--- config.mk ---
export PLATFORM = sky130hd
export DESIGN_NAME = cmd_queue
export DESIGN_NICKNAME = d
export VERILOG_FILES = /design/src/logic/am9150_pkg.sv /design/src/logic/cmd_queue.sv
export SDC_FILE = /design/constraint.sdc
export NUM_CORES = 1
export LEC_CHECK = 0
export ABC_AREA = 1
export BUFFER_PORTS_ARGS = -buffer_cell sky130_fd_sc_hd__buf_2
export CAP_MARGIN = 5
export CORE_ASPECT_RATIO = 0.8
export CORE_MARGIN = 5
export CORE_UTILIZATION = 30
export DETAILED_ROUTE_END_ITERATION = 8
export PLACE_DENSITY_LB_ADDON = 0.08
export SYNTH_ARGS = -nofsm -noshare
export SYNTH_HDL_FRONTEND = slang
export SYNTH_SLANG_ARGS = --single-unit
--- constraint.sdc ---
create_clock -name CLOCK -period 1.5 [get_ports CLOCK]
set_input_delay 0.3 -clock CLOCK [delete_from_list [all_inputs] [get_ports CLOCK]]
set_output_delay 0.3 -clock CLOCK [all_outputs]
set_load 0.005 [all_outputs]
--- src/logic/am9150_pkg.sv ---
// Widths, types and request formats shared by the Am9150 memory subsystem
// Word address top bit picks the bank, low bits go straight to every chip
package am9150_pkg;

    localparam int ADDR_W         = 11;             // 2048 words over two banks
    localparam int CHIP_ADDR_W    = 10;             // 1024 locations per chip
    localparam int DATA_W         = 16;
    localparam int NIBBLE_W       = 4;              // One chip supplies one nibble
    localparam int CHIPS_PER_BANK = DATA_W / NIBBLE_W;
    localparam int NUM_BANKS      = 2;
    localparam int CREDITS        = 4;              // Host credits and queue depth
    localparam int CREDIT_CNT_W   = 3;              // Holds 0 to CREDITS

    typedef logic [ADDR_W-1:0]      word_addr_t;
    typedef logic [CHIP_ADDR_W-1:0] chip_addr_t;
    typedef logic [DATA_W-1:0]      data_word_t;
    typedef logic [NIBBLE_W-1:0]    nibble_t;

    // Host operations
    typedef enum logic [1:0] {
        OP_READ  = 2'd0,
        OP_WRITE = 2'd1,
        OP_CLEAR = 2'd2                             // Zeros the whole array
    } mem_op_t;

    // Request word, 29 bits
    typedef struct packed {
        mem_op_t    op;
        word_addr_t addr;                           // Unused by a clear
        data_word_t data;                           // Write data only
    } mem_req_t;

    // Read response, 27 bits
    typedef struct packed {
        word_addr_t addr;                           // Echo of the request address
        data_word_t data;
    } mem_rsp_t;

    // Chip access sequence
    typedef enum logic [1:0] {
        S_IDLE   = 2'd0,                            // Waiting for a queued request
        S_SETUP  = 2'd1,                            // Address and select
        S_STROBE = 2'd2                             // Write, read or reset pin active
    } seq_state_t;

endpackage

--- src/logic/cmd_queue.sv ---
// Request FIFO with one entry per host credit, depth must be a power of two
// Host never pushes into a full queue, a credit goes back with each pop
module cmd_queue (
    input  logic                 CLOCK,
    input  logic                 RESET_n,
    input  am9150_pkg::mem_req_t req,
    input  logic                 req_valid,
    output am9150_pkg::mem_req_t head,
    output logic                 head_valid,
    input  logic                 pop,
    output logic                 credit_return
);

    typedef logic [$clog2(am9150_pkg::CREDITS)-1:0] ptr_t;

    am9150_pkg::mem_req_t                fifo_mem [am9150_pkg::CREDITS];
    ptr_t                                wr_ptr;
    ptr_t                                rd_ptr;
    logic [am9150_pkg::CREDIT_CNT_W-1:0] count;   // Entries held

    // Payload storage
    always_ff @(posedge CLOCK) begin
        if (req_valid) begin
            fifo_mem[wr_ptr] <= req;
        end
    end

    always_ff @(posedge CLOCK) begin
        if (!RESET_n) begin
            wr_ptr <= '0;
            rd_ptr <= '0;
            count  <= '0;                      // Empty after reset
        end else begin
            if (req_valid) begin
                wr_ptr <= wr_ptr + 1'b1;       // Wraps at depth
            end
            if (pop) begin
                rd_ptr <= rd_ptr + 1'b1;
            end
            case ({req_valid, pop})
                2'b10:   count <= count + 1'b1;
                2'b01:   count <= count - 1'b1;
                default: ;                     // Push and pop together hold the count
            endcase
        end
    end

    assign head          = fifo_mem[rd_ptr];
    assign head_valid    = (count != '0);
    assign credit_return = pop;                // Same cycle as the retire

    // Credit accounting keeps the queue from overflowing
    assert property (@(posedge CLOCK) disable iff (!RESET_n)
        req_valid |-> (count != am9150_pkg::CREDIT_CNT_W'(am9150_pkg::CREDITS)))
        else $error("cmd_queue: push into a full queue");

    // Sequencer retires only what it was shown
    assert property (@(posedge CLOCK) disable iff (!RESET_n)
        pop |-> (count != '0))
        else $error("cmd_queue: pop from an empty queue");

endmodule

==> Word-level counts from Yosys, hierarchy flattened <==
Memories as Yosys holds them, arrays and structs flattened. A register that Yosys moved wholly into a read port is not among the register bits.
Index checks and enable logic that the tools add are counted.
{ "totals": {"elab_cells": 17, "n_memories": 1, "in_bits": 33, "ram_bits": 116, "out_inout_bits": 31, "register_bits": 7} }
{ "memory_table": {"columns": ["memory", "depth", "word_bits", "read_ports", "rd_ports_with_merged_regs", "wr", "line", "rtl"], "rows": [
  ["fifo_mem", 4, 29, 1, 1, 1, "cmd_queue.sv:16", "am9150_pkg::mem_req_t fifo_mem [am9150_pkg::CREDITS];"]
]} }
{ "op_classes": {"muxes": 5, "n_eq_ne": 2, "n_reduce_logical": 2, "n_addsub": 4} }
{ "ops": {"columns": ["operator", "n"], "rows": [
  ["case mux 3 bit (2 select lines)", 1],
  ["adder 2 x 1 -> 2 bit, second input constant", 2],
  ["two-way mux 2 bit", 2],
  ["adder 3 x 1 -> 3 bit, second input constant", 1],
  ["nonzero test 3 bit", 1],
  ["subtractor 3 x 1 -> 3 bit, second input constant", 1],
  ["equality test 2 x 1 -> 1 bit, second input constant", 1],
  ["equality test 2 bit, second input constant", 1],
  ["two-way mux 1 bit", 2],
  ["nonzero test 2 bit", 1]
]} }

==> Depth between registers and ports, before layout <==
{ "depth": {"word_depth": 3, "mapped_depth": 8, "mapped_depth_nobuf": 8} }

==> Worst setup path after synthesis <==
Ideal clock, no wire load.
{ "synth_timing": {"kind": "reg2reg", "from": "register wr_ptr[0]", "to": "memory fifo_mem[2][0] (netlist name) (enable)", "n_path_buf": 0, "path_stages_with_launch": 5, "setup_ps": 384, "arrival_time_ps": 1165, "slack_ps": -49, "required_time_ps": 1116, "period_less_slack_ps": 1549, "cell_sequence": "dfxtp_1 inv_1 ha_1 nand2_1 inv_1"} }
{ "synth_rtl": {"columns": ["element", "line", "rtl"], "rows": [
  ["start, declared", "cmd_queue.sv:17", "ptr_t wr_ptr;"],
  ["start signal, assigned", "cmd_queue.sv:35", "wr_ptr <= wr_ptr + 1'b1;"],
  ["end, declared", "cmd_queue.sv:16", null]
]} }
No word-level cell before the write port.

==> qor.yml <==
outcome: "complete, but fails checks"
violations: "setup timing"
htree_levels: 4
required_ps: 1200
drv_cap: 0
stdcell_count: 666
drc_errors: 0
period_share: 1.23
timing.fmax_ghz: 0.542
die_w_um: 153
avgSynthCellArea_sq_um: 14.4
grt_start_max_net_pins: 30
min_period_ps: 1840
finalHoldViolCount: 0
diodes: 0
drt_wl_total_mm: 12.3
slew-limit-headroom: 0.846
leakage_uw: 0.00241
final_nets: 478
syn_to_final_growth_pct: 36.5
grt.busiest_layer: "met2"
cp_max_fo: 8
cp-end-kind: "output port"
port_buffers: 63
overflow: 0
synth_nets: 378
vdd_ir_drop_max_v: 0.000898
cts-root-buf: "clkbuf_16"
ctsLongestPathBuffers: 2
tritoncts: "done"
crit_arrival_ps: 1540
hp-class: "primary input to register"
core_area_sq_mm: 0.0159
grt_pass1_vias: 3088
synth.distinct_cells: 19
rsz0062_at_grt: "true"
ant_nets: 0
io_pins: 64
setup_ws_ps: -344
drt_iter0_drc: 82
gr-usage-met3: 0.0351
firstDrtPassIters: 4
cts_buffers: 17
die-area_sq_mm: 0.0190
final-max-slew-violation-count: 0
syn_area_sq_mm: 0.00490
cpPeakStageDelay_ps: 410
yosys_warnings: 0
wl_per_cell_um: 18.5
fillers: 1489
viasPerCell: 4.55
powerDensity_mw_per_mm2: 1410
syn_inst: 339
dp.cells: 622
clk_pin_slew_ps: 50
gr-usage-met2: 0.189
grt_pass1_wl_mm: 17.8
critPathKind: "register to output port"
seq_area_frac_synth: 0.748
hpwl_mm: 6.74
track_usage: 0.124
vias: 3032
use_met1: 0.163
std_cell_rows: 41
startpoint_type: "register"
antenna_found_initial: 0
slowest_stage: "dfxtp_4"
skew_ps: 3.33
clock_sinks: 125
synth_seq_cells: 125
crit_chain: "buf_4, buf_12, o21ai_0, o22ai_1, buf_2"
pre_cts_slack_ps: 7.55
drive_above_1_share: 0.459
ff_latch_area_sq_mm: 0.00367
place.gp.congestion: 0.677
die_y_um: 124
initial_core_util: 0.308
power_uw: 9430
multiInputGateArea_sq_mm: 0.00122
worstMarginPinSlew_ps: 228
setup_viol: 29
clock_latency_ps: 410
[cell families (layout without fill, tap and decap cells)]
logic type                 count (synthesis)  after routing  synth area share
AOI/OAI and AO/OA                         97             97             0.131
DFF                                      125            125             0.748
adders and majority gates                  6              6            0.0169
buffers and inverters                     33            145            0.0342
and+or+nand+nor                           78             78            0.0700
[state kept, by name, indices dropped and copies added (netlist names), named ones only]
name / flops
wr_ptr: 2
count: 3
fifo_mem: 116
rd_ptr: 2
[placed cells by master, fill, tap and decap left out]
cell	count
clkinvlp_4	5
buf_8	1
nand2_1	10
buf_12	8
clkinv_2	3
nor2_2	26
clkbuf_1	1
clkinv_8	1
inv_4	1
clkbuf_16	22
dfxtp_2	1
nor2_4	2
fa_1	1
buf_4	18
o21ai_0	11
buf_16	1
dfxtp_4	1
inv_1	9
o22ai_2	20
dfxtp_1	7
o22ai_1	9
inv_6	1
buf_2	63
nand4_1	1
nor2_1	39
a21oi_1	4
o21ai_2	21
o21ai_4	3
o21ai_1	29
buf_6	4
ha_1	5
bufinv_16	5
clkinv_1	2
edfxtp_1	116
[final timing paths]
kind	startpoint	to	slack, ps	cells past startpoint
hold / removal	req[5]	fifo_mem[0][5]	100	1
setup reg to reg	wr_ptr[0]	fifo_mem[0][1]	140	5
setup / recovery	register	head[14]	-340	5
hold reg to reg	rd_ptr[1]	register	460	1
[what timing repair did]
item / 4_1_cts / 5_1_grt
buffers inserted: 2 / 4
endpoints found under the setup margin: 29 / 29
pin swaps: 0 / 11
cloned: 1 / 6
resized for setup: 26 / 69
hold buffers: 0 / 0
[critical path: cells and delay by family (launching register included)]
| kind | cells | cell delay (ps) |
|---|---|---|
| flops | 1 | 410 |
| compound gates | 2 | 310 |
| buf+inv | 3 | 410 |
[metal layers]
layer  share of wire  up-vias
met5               0        -
met4           0.014        0
met3           0.036       11
met2            0.47       52
met1            0.48     1510
li1                -     1459
[cell type report]
class | instances | share of cell area
well taps | 215 | 0.0403
flip-flops and latches | 125 | 0.549
clock buffers | 18 | 0.0642
inverters | 14 | 0.0118
repair buffers | 100 | 0.123
multi-input cells | 181 | 0.182
clock inverters | 13 | 0.0294
[power by group]
group / internal (uW) / switching (uW) / total, uW
clock: 2920 / 1480 / 4400
sequential: 3980 / 58.0 / 4030
combinational: 441 / 556 / 996
total: 7330 / 2090 / 9430
[through the flow]
| step | util | hold WS (ps) | area (sq um) | setup TNS (ps) |
|---|---|---|---|---|
| 6_report | 0.420 | 102 | 6680 | -8570 |
| 5_1_grt | 0.420 | 89.6 | 6680 | -10680 |
| 4_1_cts | 0.400 | 83.2 | 6350 | -8530 |
| 3_5_place_dp | 0.356 | 457 | 5660 | 0 |
| 3_3_place_gp | 0.356 | 449 | 5660 | 0 |
| 2_1_floorplan | - | 399 | 4910 | 0 |
[cells in the mapped netlist (all sizes together)]
cell type | n | area (sq um)
o22ai | 29 | 300
nor2 | 67 | 299
clkbuf | 5 | 18.8
dfxtp | 9 | 180
a21oi | 4 | 20.0
buf | 14 | 96.3
edfxtp | 116 | 3480
ha | 5 | 62.6
fa | 1 | 20.0
nand2 | 10 | 37.5
inv | 14 | 52.6
o21ai | 64 | 320
nand4 | 1 | 6.26
Note: power is estimated with default switching activity, not from simulation.
