## src/logic/am9150_pkg.sv

```systemverilog
// Widths, types and request formats shared by the Am9150 memory subsystem
// Word address top bit picks the bank, low bits go straight to every chip
package am9150_pkg;

    localparam int ADDR_W         = 11;             // 2048 words over two banks
    localparam int CHIP_ADDR_W    = 10;             // 1024 locations per chip
    localparam int DATA_W         = 16;
    localparam int NIBBLE_W       = 4;              // One chip supplies one nibble
    localparam int CHIPS_PER_BANK = DATA_W / NIBBLE_W;
    localparam int NUM_BANKS      = 2;
    localparam int CREDITS        = 4;              // Host credits and queue depth
    localparam int CREDIT_CNT_W   = 3;              // Holds 0 to CREDITS

    typedef logic [ADDR_W-1:0]      word_addr_t;
    typedef logic [CHIP_ADDR_W-1:0] chip_addr_t;
    typedef logic [DATA_W-1:0]      data_word_t;
    typedef logic [NIBBLE_W-1:0]    nibble_t;

    // Host operations
    typedef enum logic [1:0] {
        OP_READ  = 2'd0,
        OP_WRITE = 2'd1,
        OP_CLEAR = 2'd2                             // Zeros the whole array
    } mem_op_t;

    // Request word, 29 bits
    typedef struct packed {
        mem_op_t    op;
        word_addr_t addr;                           // Unused by a clear
        data_word_t data;                           // Write data only
    } mem_req_t;

    // Read response, 27 bits
    typedef struct packed {
        word_addr_t addr;                           // Echo of the request address
        data_word_t data;
    } mem_rsp_t;

    // Chip access sequence
    typedef enum logic [1:0] {
        S_IDLE   = 2'd0,                            // Waiting for a queued request
        S_SETUP  = 2'd1,                            // Address and select
        S_STROBE = 2'd2                             // Write, read or reset pin active
    } seq_state_t;

endpackage

```

## src/logic/mem_sequencer.sv

```systemverilog
// Turns one queued request into Am9150 pin activity, one op at a time
// Each op is one setup and one strobe cycle, with an idle cycle between ops
// Read data is sampled in the strobe cycle and leaves as the response
module mem_sequencer (
    input  logic                   CLOCK,
    input  logic                   RESET_n,
    input  am9150_pkg::mem_req_t   head,
    input  logic                   head_valid,
    output logic                   pop,
    output am9150_pkg::chip_addr_t chip_addr,
    output logic                   bank_sel,
    output am9150_pkg::data_word_t wdata,
    output logic                   select_n,
    output logic                   write_n,
    output logic                   read_n,
    output logic                   clear_n,
    input  am9150_pkg::data_word_t rdata,
    output am9150_pkg::mem_rsp_t   rsp,
    output logic                   rsp_valid
);

    am9150_pkg::seq_state_t state;
    am9150_pkg::seq_state_t state_nxt;
    am9150_pkg::mem_req_t   req_q;             // Op in flight
    logic                   take_head;
    logic                   in_access;         // Setup or strobe
    logic                   in_strobe;

    // A new op is taken only from idle
    assign take_head = (state == am9150_pkg::S_IDLE) && head_valid;

    always_comb begin
        state_nxt = state;
        case (state)
            am9150_pkg::S_IDLE: begin
                if (head_valid) begin
                    state_nxt = am9150_pkg::S_SETUP;
                end
            end
            am9150_pkg::S_SETUP: begin
                state_nxt = am9150_pkg::S_STROBE;   // Address settles for one cycle
            end
            am9150_pkg::S_STROBE: begin
                state_nxt = am9150_pkg::S_IDLE;     // Head pops here, next one seen in idle
            end
            default: begin
                state_nxt = am9150_pkg::S_IDLE;
            end
        endcase
    end

    always_ff @(posedge CLOCK) begin
        if (!RESET_n) begin
            state <= am9150_pkg::S_IDLE;
        end else begin
            state <= state_nxt;
        end
    end

    // Request copy holds the pins steady while the queue moves on
    always_ff @(posedge CLOCK) begin
        if (take_head) begin
            req_q <= head;
        end
    end

    assign in_access = (state == am9150_pkg::S_SETUP) || (state == am9150_pkg::S_STROBE);
    assign in_strobe = (state == am9150_pkg::S_STROBE);

    // Word address split into bank and chip address
    assign chip_addr = req_q.addr[am9150_pkg::CHIP_ADDR_W-1:0];
    assign bank_sel  = req_q.addr[am9150_pkg::ADDR_W-1];
    assign wdata     = req_q.data;

    // Chip pins, all high while idle
    assign select_n = !in_access;
    assign write_n  = !(in_strobe && (req_q.op == am9150_pkg::OP_WRITE));
    assign read_n   = !(in_strobe && (req_q.op == am9150_pkg::OP_READ));
    assign clear_n  = !(in_strobe && (req_q.op == am9150_pkg::OP_CLEAR)); // Array opens both banks

    // Retire every op at its strobe
    assign pop = in_strobe;

    // Response straight from the array read path
    assign rsp_valid = in_strobe && (req_q.op == am9150_pkg::OP_READ);
    assign rsp       = '{addr: req_q.addr, data: rdata};

    // Never more than one strobe
    assert property (@(posedge CLOCK) disable iff (!RESET_n)
        $onehot0({~write_n, ~read_n, ~clear_n}))
        else $error("mem_sequencer: more than one strobe low");

endmodule

```

## config.mk

```make
export PLATFORM = sky130hd
export DESIGN_NAME = mem_sequencer
export DESIGN_NICKNAME = d
export VERILOG_FILES = /design/src/logic/am9150_pkg.sv /design/src/logic/mem_sequencer.sv
export SDC_FILE = /design/constraint.sdc
export NUM_CORES = 1
export LEC_CHECK = 0
export BUFFER_PORTS_ARGS = -buffer_cell sky130_fd_sc_hd__buf_2
export CORE_MARGIN = 3
export CORE_UTILIZATION = 29
export DETAILED_ROUTE_END_ITERATION = 16
export PLACE_DENSITY = 0.62
export SYNTH_ARGS = -nofsm -noshare
export SYNTH_HDL_FRONTEND = slang
export SYNTH_SLANG_ARGS = --single-unit
```

## constraint.sdc

```tcl
create_clock -name CLOCK -period 4.61 [get_ports CLOCK]
set_input_delay 0.461 -clock CLOCK [delete_from_list [all_inputs] [get_ports CLOCK]]
set_output_delay 0.461 -clock CLOCK [all_outputs]
set_load 0.03 [all_outputs]
```

* Word-level counts from Yosys, hierarchy flattened
Index checks and enable logic that the tools add are counted.
** Operators by class
- Equal/unequal tests :: 5
- Multiplexer cells :: 2
- Reductions and logical operators :: 11
** Operators by type and width (count)
- 2-bit by 1-bit equality test with 1-bit output (second input constant) :: 2
- 2-bit equality test (second input constant) :: 2
- 1-bit logical AND :: 4
- 1-bit logical NOT :: 4
- 2-bit logical NOT :: 2
- 2-bit one-hot mux with 2 select lines :: 1
- 2-bit two-way mux :: 1
- 2-bit inequality test (second input constant) :: 1
- 1-bit logical OR :: 1
** Storage, ports and cells
- Register bits :: 31
- Bits of input ports :: 48

* Longest topological paths before layout
Gate-level depths: netlist of run 1.
- Depth after elaboration :: 3
- Mapped depth :: 4
- Depth with buffers taken out :: 4

* Least setup slack after synthesis of run 1
Ideal clock, no wire load.
- Path type :: reg-to-output
- Start point :: register state[0]
- End point :: output port rsp_valid
- Arrival time :: 1357 ps
- Required time :: 4149 ps
- Path slack :: 2792 ps
- Stages on the path, launching flop included :: 5
- Buffers on the path :: 0
- Cells stage by stage :: dfxtp_1 -> inv_1 -> ha_1 -> or3b_1 -> inv_1
** Between the ends
- Cells in the longest elaborated chain, start to end :: 2
** RTL lines
- start, declared :: RTL line mem_sequencer.sv:22 : am9150_pkg::seq_state_t state;
- start signal, assigned :: RTL line mem_sequencer.sv:54 : state <= am9150_pkg::S_IDLE;
- start signal, assigned :: RTL line mem_sequencer.sv:56 : state <= state_nxt;
- 2-bit equality test :: RTL line mem_sequencer.sv:68 : assign in_strobe = (state == am9150_pkg::S_STROBE);
- 1-bit logical AND :: RTL line mem_sequencer.sv:85 : assign rsp_valid = in_strobe && (req_q.op == am9150_pkg::OP_READ);
- end, declared :: RTL line mem_sequencer.sv:19 : output logic rsp_valid
No other way between the ends.

* Worst setup path in the final report of run 1
Ends and elaborated chain as after synthesis.

==> results of run 1 <==
## stage by stage
step                total power [mW]  setup slack, ns  std cells  util [%]
global route                   0.835             2.48        201      33.5
CTS                            0.810             2.58        201      33.5
floorplan                      0.616             2.79        104         -
finish                         0.796             2.61        201      33.5
detailed placement             0.612             2.89        194      31.9
global placement               0.608             2.92        194      31.9
## cells by family after synthesis
family | count (synthesis)
adder cells (fa/ha/maj) | 5
AND/OR/NAND/NOR | 9
buffers and inverters | 57
multiplexers | 2
flip-flops | 31
## critical path: stages, from the launching register on
cell,delay [ns]
dfxtp_1,0.32
inv_1,0.13
ha_1,0.20
or3b_1,0.37
inv_1,0.06
buf_2,0.18
## synth_stat cells (all sizes together)
master | number | share of area, %
inv | 4 | 1.0
mux2i | 2 | 1.4
edfxtp | 29 | 60
nor2b | 1 | 0.43
ha | 5 | 4.3
buf | 53 | 27
nand2 | 4 | 1.0
or3b | 1 | 0.60
nand3b | 2 | 1.0
dfxtp | 2 | 2.7
and2 | 1 | 0.43
## registers in the layout, summed over array words and instances, names as in the netlist
name,count
wdata,16
chip_addr,10
req_q,2
state,2
bank_sel,1
## metal layers
layer	global-route usage [%]	vias to the layer above	wire, µm
li1	-	349	-
met1	7.30	352	859
met2	15.7	52	1470
met3	4.34	10	288
met4	6.16	0	74
met5	0	-	0
## power breakdown
group	switching [mW]	internal, mW	total (mW)
Sequential	0.0145	0.361	0.376
Clock	0.0949	0.100	0.195
Combinational	0.166	0.0596	0.225
Total	0.275	0.521	0.796
## worst paths after layout
kind	startpoint	end
worst min-delay path	head[10]	wdata[10]
worst min register to register	state[0]	state[0]
worst max-delay path	state[0]	rsp_valid
worst max register to register	state[0]	wdata[3]
## layout make-up
| type | instances | area (µm²) | area share (%) |
|---|---|---|---|
| Multi-Input combinational cell | 16 | 134 | 8.35 |
| Clock buffer | 5 | 68.8 | 4.29 |
| Clock inverter | 2 | 8.76 | 0.546 |
| Sequential cell | 31 | 911 | 56.8 |
| Timing Repair Buffer | 76 | 383 | 23.9 |
| Inverter | 4 | 15.0 | 0.936 |
| Tap cell | 67 | 83.8 | 5.23 |
## cell usage in the layout, fill, tap and decap left out, types with 2 or more instances in the layout
cell type	Yosys	layout
buf_2	0	75
mux2i_1	2	2
nand2_1	4	4
edfxtp_1	29	29
clkbuf_8	0	5
dfxtp_1	2	2
ha_1	5	5
nand3b_1	2	2
inv_1	4	4
==> metrics.csv, run 1 <==
metric;value;unit
p_leak;0.708;nW
hold_viol_final;0;
whs_path_depth;1;
crit_fanout;4;
slew_viol_final;0;
syn_nets;157;
layout-drive-gt1-share;61.2;%
drt_wl_total;2700;µm
synth_compound_area_share;0;%
initial_core_util;30.5;%
setup_viol;0;
diodes;0;
grt_pass1_vias;790;
ys_seq_area_share;62.5;%
syn_avg_cell_area;14.0;µm²
area.growth.synth_to_final;10.0;%
cp-end-kind;primary output;
dieWidth;76.9;µm
syn_area;1460;µm²
place_congestion;0.707;
yosysUniqueCellTypes;11;
grt_use_total;8.72;%
core.rowCount;25;
synthMuxAreaShare;1.37;%
synth-seq-cells;31;
p_per_area;496;nW/µm²
min_period;2.00;ns
fp.dieH;76.9;µm
fillers;500;
clock_sinks;31;
start_kind;flip-flop;
antenna_left;0;
htreeDepth;2;
finalNetCount;187;
stdcell_area;1600;µm²
dpl-instance-area;1530;µm²
synth_top_family_by_area;buffers and inverters;
vias_per_cell;3.80;
root_buffer;clkbuf_8;
grt_setup_unrepaired;no;
io-pin-count;108;
relSlewSlack;74.2;%
clk_path_buf_depth;2;
fmax;0.501;GHz
setup_tns;0;ns
core_area;4790;µm²
drc_errors;0;
numCtsBuffers;5;
finalCritPeriodShare;43.3;%
arrival;1.54;ns
ir_drop;0.235;mV
synthAdderAreaFrac;4.29;%
routed-via-count;763;
fin_worst_skew;0.00159;ns
hold_slack;0.356;ns
gr-total-overflow;0;
synthXorXnorAreaFrac;0;%
tightest_slew;0.387;ns
clk_pin_slew;0.06;ns
cts_resized;0;
status;finished, final reports clean;
path_class;flip-flop to primary output;
drt-initial-drc-count;33;
first_pass_iters;4;
grt_start_max_net_pins;23;
port_buffers;75;
cap_violations;0;
hold_class;primary input to flip-flop;
holdBufCountCts;0;
synthSimpleGateAreaFrac;3.52;%
reg2reg_depth;4;
tritoncts;built;
die_area;5910;µm²
synth_warnings;0;
clkLatencyLatePin;0.27;ns
post-cts-setup-buffers;0;
dp_hpwl;2140;µm
reg2reg_setup_slack;2.94;ns
crit_required;4.15;ns
syn_inst;104;
antenna_found_initial;0;
wl_per_cell;13.4;µm
grt_pass1_wl;3820;µm
No activity file was read; power rests on OpenSTA's default activity.
==> run 2: changes to the inputs <==
==> constraint.sdc (replaced) <==
create_clock -name CLOCK -period 1.9 [get_ports CLOCK]
set_input_delay 0.19 -clock CLOCK [delete_from_list [all_inputs] [get_ports CLOCK]]
set_output_delay 0.19 -clock CLOCK [all_outputs]
set_load 0.03 [all_outputs]
==> run 2 against run 1 <==
  * Wire length decreased by 3.5%
  * Core utilization grew 0.16 points
  * Count of clock-buffer cells in the layout stayed put
  * Register-to-register slack worse by 2.5 ns
  * Setup slack got worse by 2.4 ns
  * Critical endpoint unchanged
==> metrics.csv, run 2 (same netlist as run 1, synthesis figures left out) <==
metric;value;unit
final_common_cell;buf_2;
clk_pin_slew;0.06;ns
instances_no_fill;202;
setup_tns;0;ns
layout-drive-gt1-share;61.5;%
grtUsageMet1;8.75;%
ir_drop;0.497;mV
finalNetCount;188;
status;finished, final reports clean;
use_met3;2.58;%
cap_violations;0;
dieWidth;76.9;µm
finalCritPeriodShare;91.3;%
antenna_found_initial;0;
p_per_area;1200;nW/µm²
crit_required;1.71;ns
multi_input_area;134;µm²
crit_fanout;4;
wl_per_cell;12.9;µm
p_total;1.94;mW
fillers;504;
initial_core_util;30.5;%
finalWorstSetupSlack;0.165;ns
p_leak;0.713;nW
clkLatencyLatePin;0.27;ns
post-cts-setup-buffers;0;
reg2reg_setup_slack;0.49;ns
relSlewSlack;81.7;%
routed-via-count;745;
tightest_slew;0.274;ns
core_area;4790;µm²
pre_cts_ws;0.438;ns
numCtsBuffers;5;
grt_setup_unrepaired;no;
io-pin-count;108;
clock_sinks;31;
path_class;flip-flop to primary output;
drt-initial-drc-count;11;
vias_per_cell;3.69;
root_buffer;clkbuf_8;
dp_hpwl;2100;µm
die_area;5910;µm²
fin_worst_skew;0.00346;ns
place_congestion;0.729;
hold_slack;0.0864;ns
grt_pass1_wl;3860;µm
use_met2;14.7;%
holdBufCountCts;0;
hold_class;primary input to flip-flop;
fp.dieH;76.9;µm
dpl-instance-area;1530;µm²
grt_pass1_vias;795;
arrival;1.54;ns
drc_errors;0;
layout.cells.most_common_list;buf_2 (75), edfxtp_1 (29), ha_1 (5), clkbuf_8 (5);
area.growth.synth_to_final;10.6;%
hold_viol_final;0;
top_usage_layer;met2;
antenna_left;0;
core.rowCount;25;
cp-end-kind;primary output;
cts_resized;0;
final_util;33.7;%
grt_use_total;8.63;%
first_pass_iters;4;
regArea;911;µm²
stdcell_area;1610;µm²
htreeDepth;2;
start_kind;flip-flop;
drt_wl_total;2600;µm
largest_reg_flops;16;
min_period;1.73;ns
setup_viol;0;
port_buffers;75;
slew_viol_final;0;
fmax;0.576;GHz
place_inst;195;
tritoncts;built;
grt_start_max_net_pins;23;
diodes;0;
gr-total-overflow;0;
clk_path_buf_depth;2;
[run 2: changes by cell type in the layout (fill, tap and decap cells not counted)]
| cell | change |
|---|---|
| buf_4 | +1 |
[run 2: final timing paths]
kind,start,cells past startpoint,to
max,state[0],5,rsp_valid
min,head[3],1,wdata[3]
max reg2reg,state[0],4,chip_addr[2]
min reg2reg,state[0],2,state[0]
[run 2: cell type report]
class | instances | area share, %
sequential | 31 | 56.5
timing repair buffer | 77 | 24.2
multi-input combinational | 16 | 8.31
tap | 67 | 5.20
clock buffer | 5 | 4.27
inverter | 4 | 0.932
clock inverter | 2 | 0.543
[run 2: power by group]
group | internal [mW] | total (mW) | switching, mW
registers | 0.876 | 0.911 | 0.0351
clock network | 0.243 | 0.469 | 0.226
logic | 0.152 | 0.559 | 0.406
total | 1.27 | 1.94 | 0.667
[run 2: metal layers]
layer | up-vias | part of all wire, %
met5 | - | 0
met3 | 8 | 8.3
met2 | 41 | 55
met4 | 0 | 2.3
li1 | 350 | -
met1 | 346 | 35
[run 2: critical path, cell delays in order, from the launching register on]
cell	delay (ns)
dfxtp_1	0.33
inv_1	0.13
ha_1	0.20
or3b_1	0.38
inv_1	0.06
buf_2	0.18
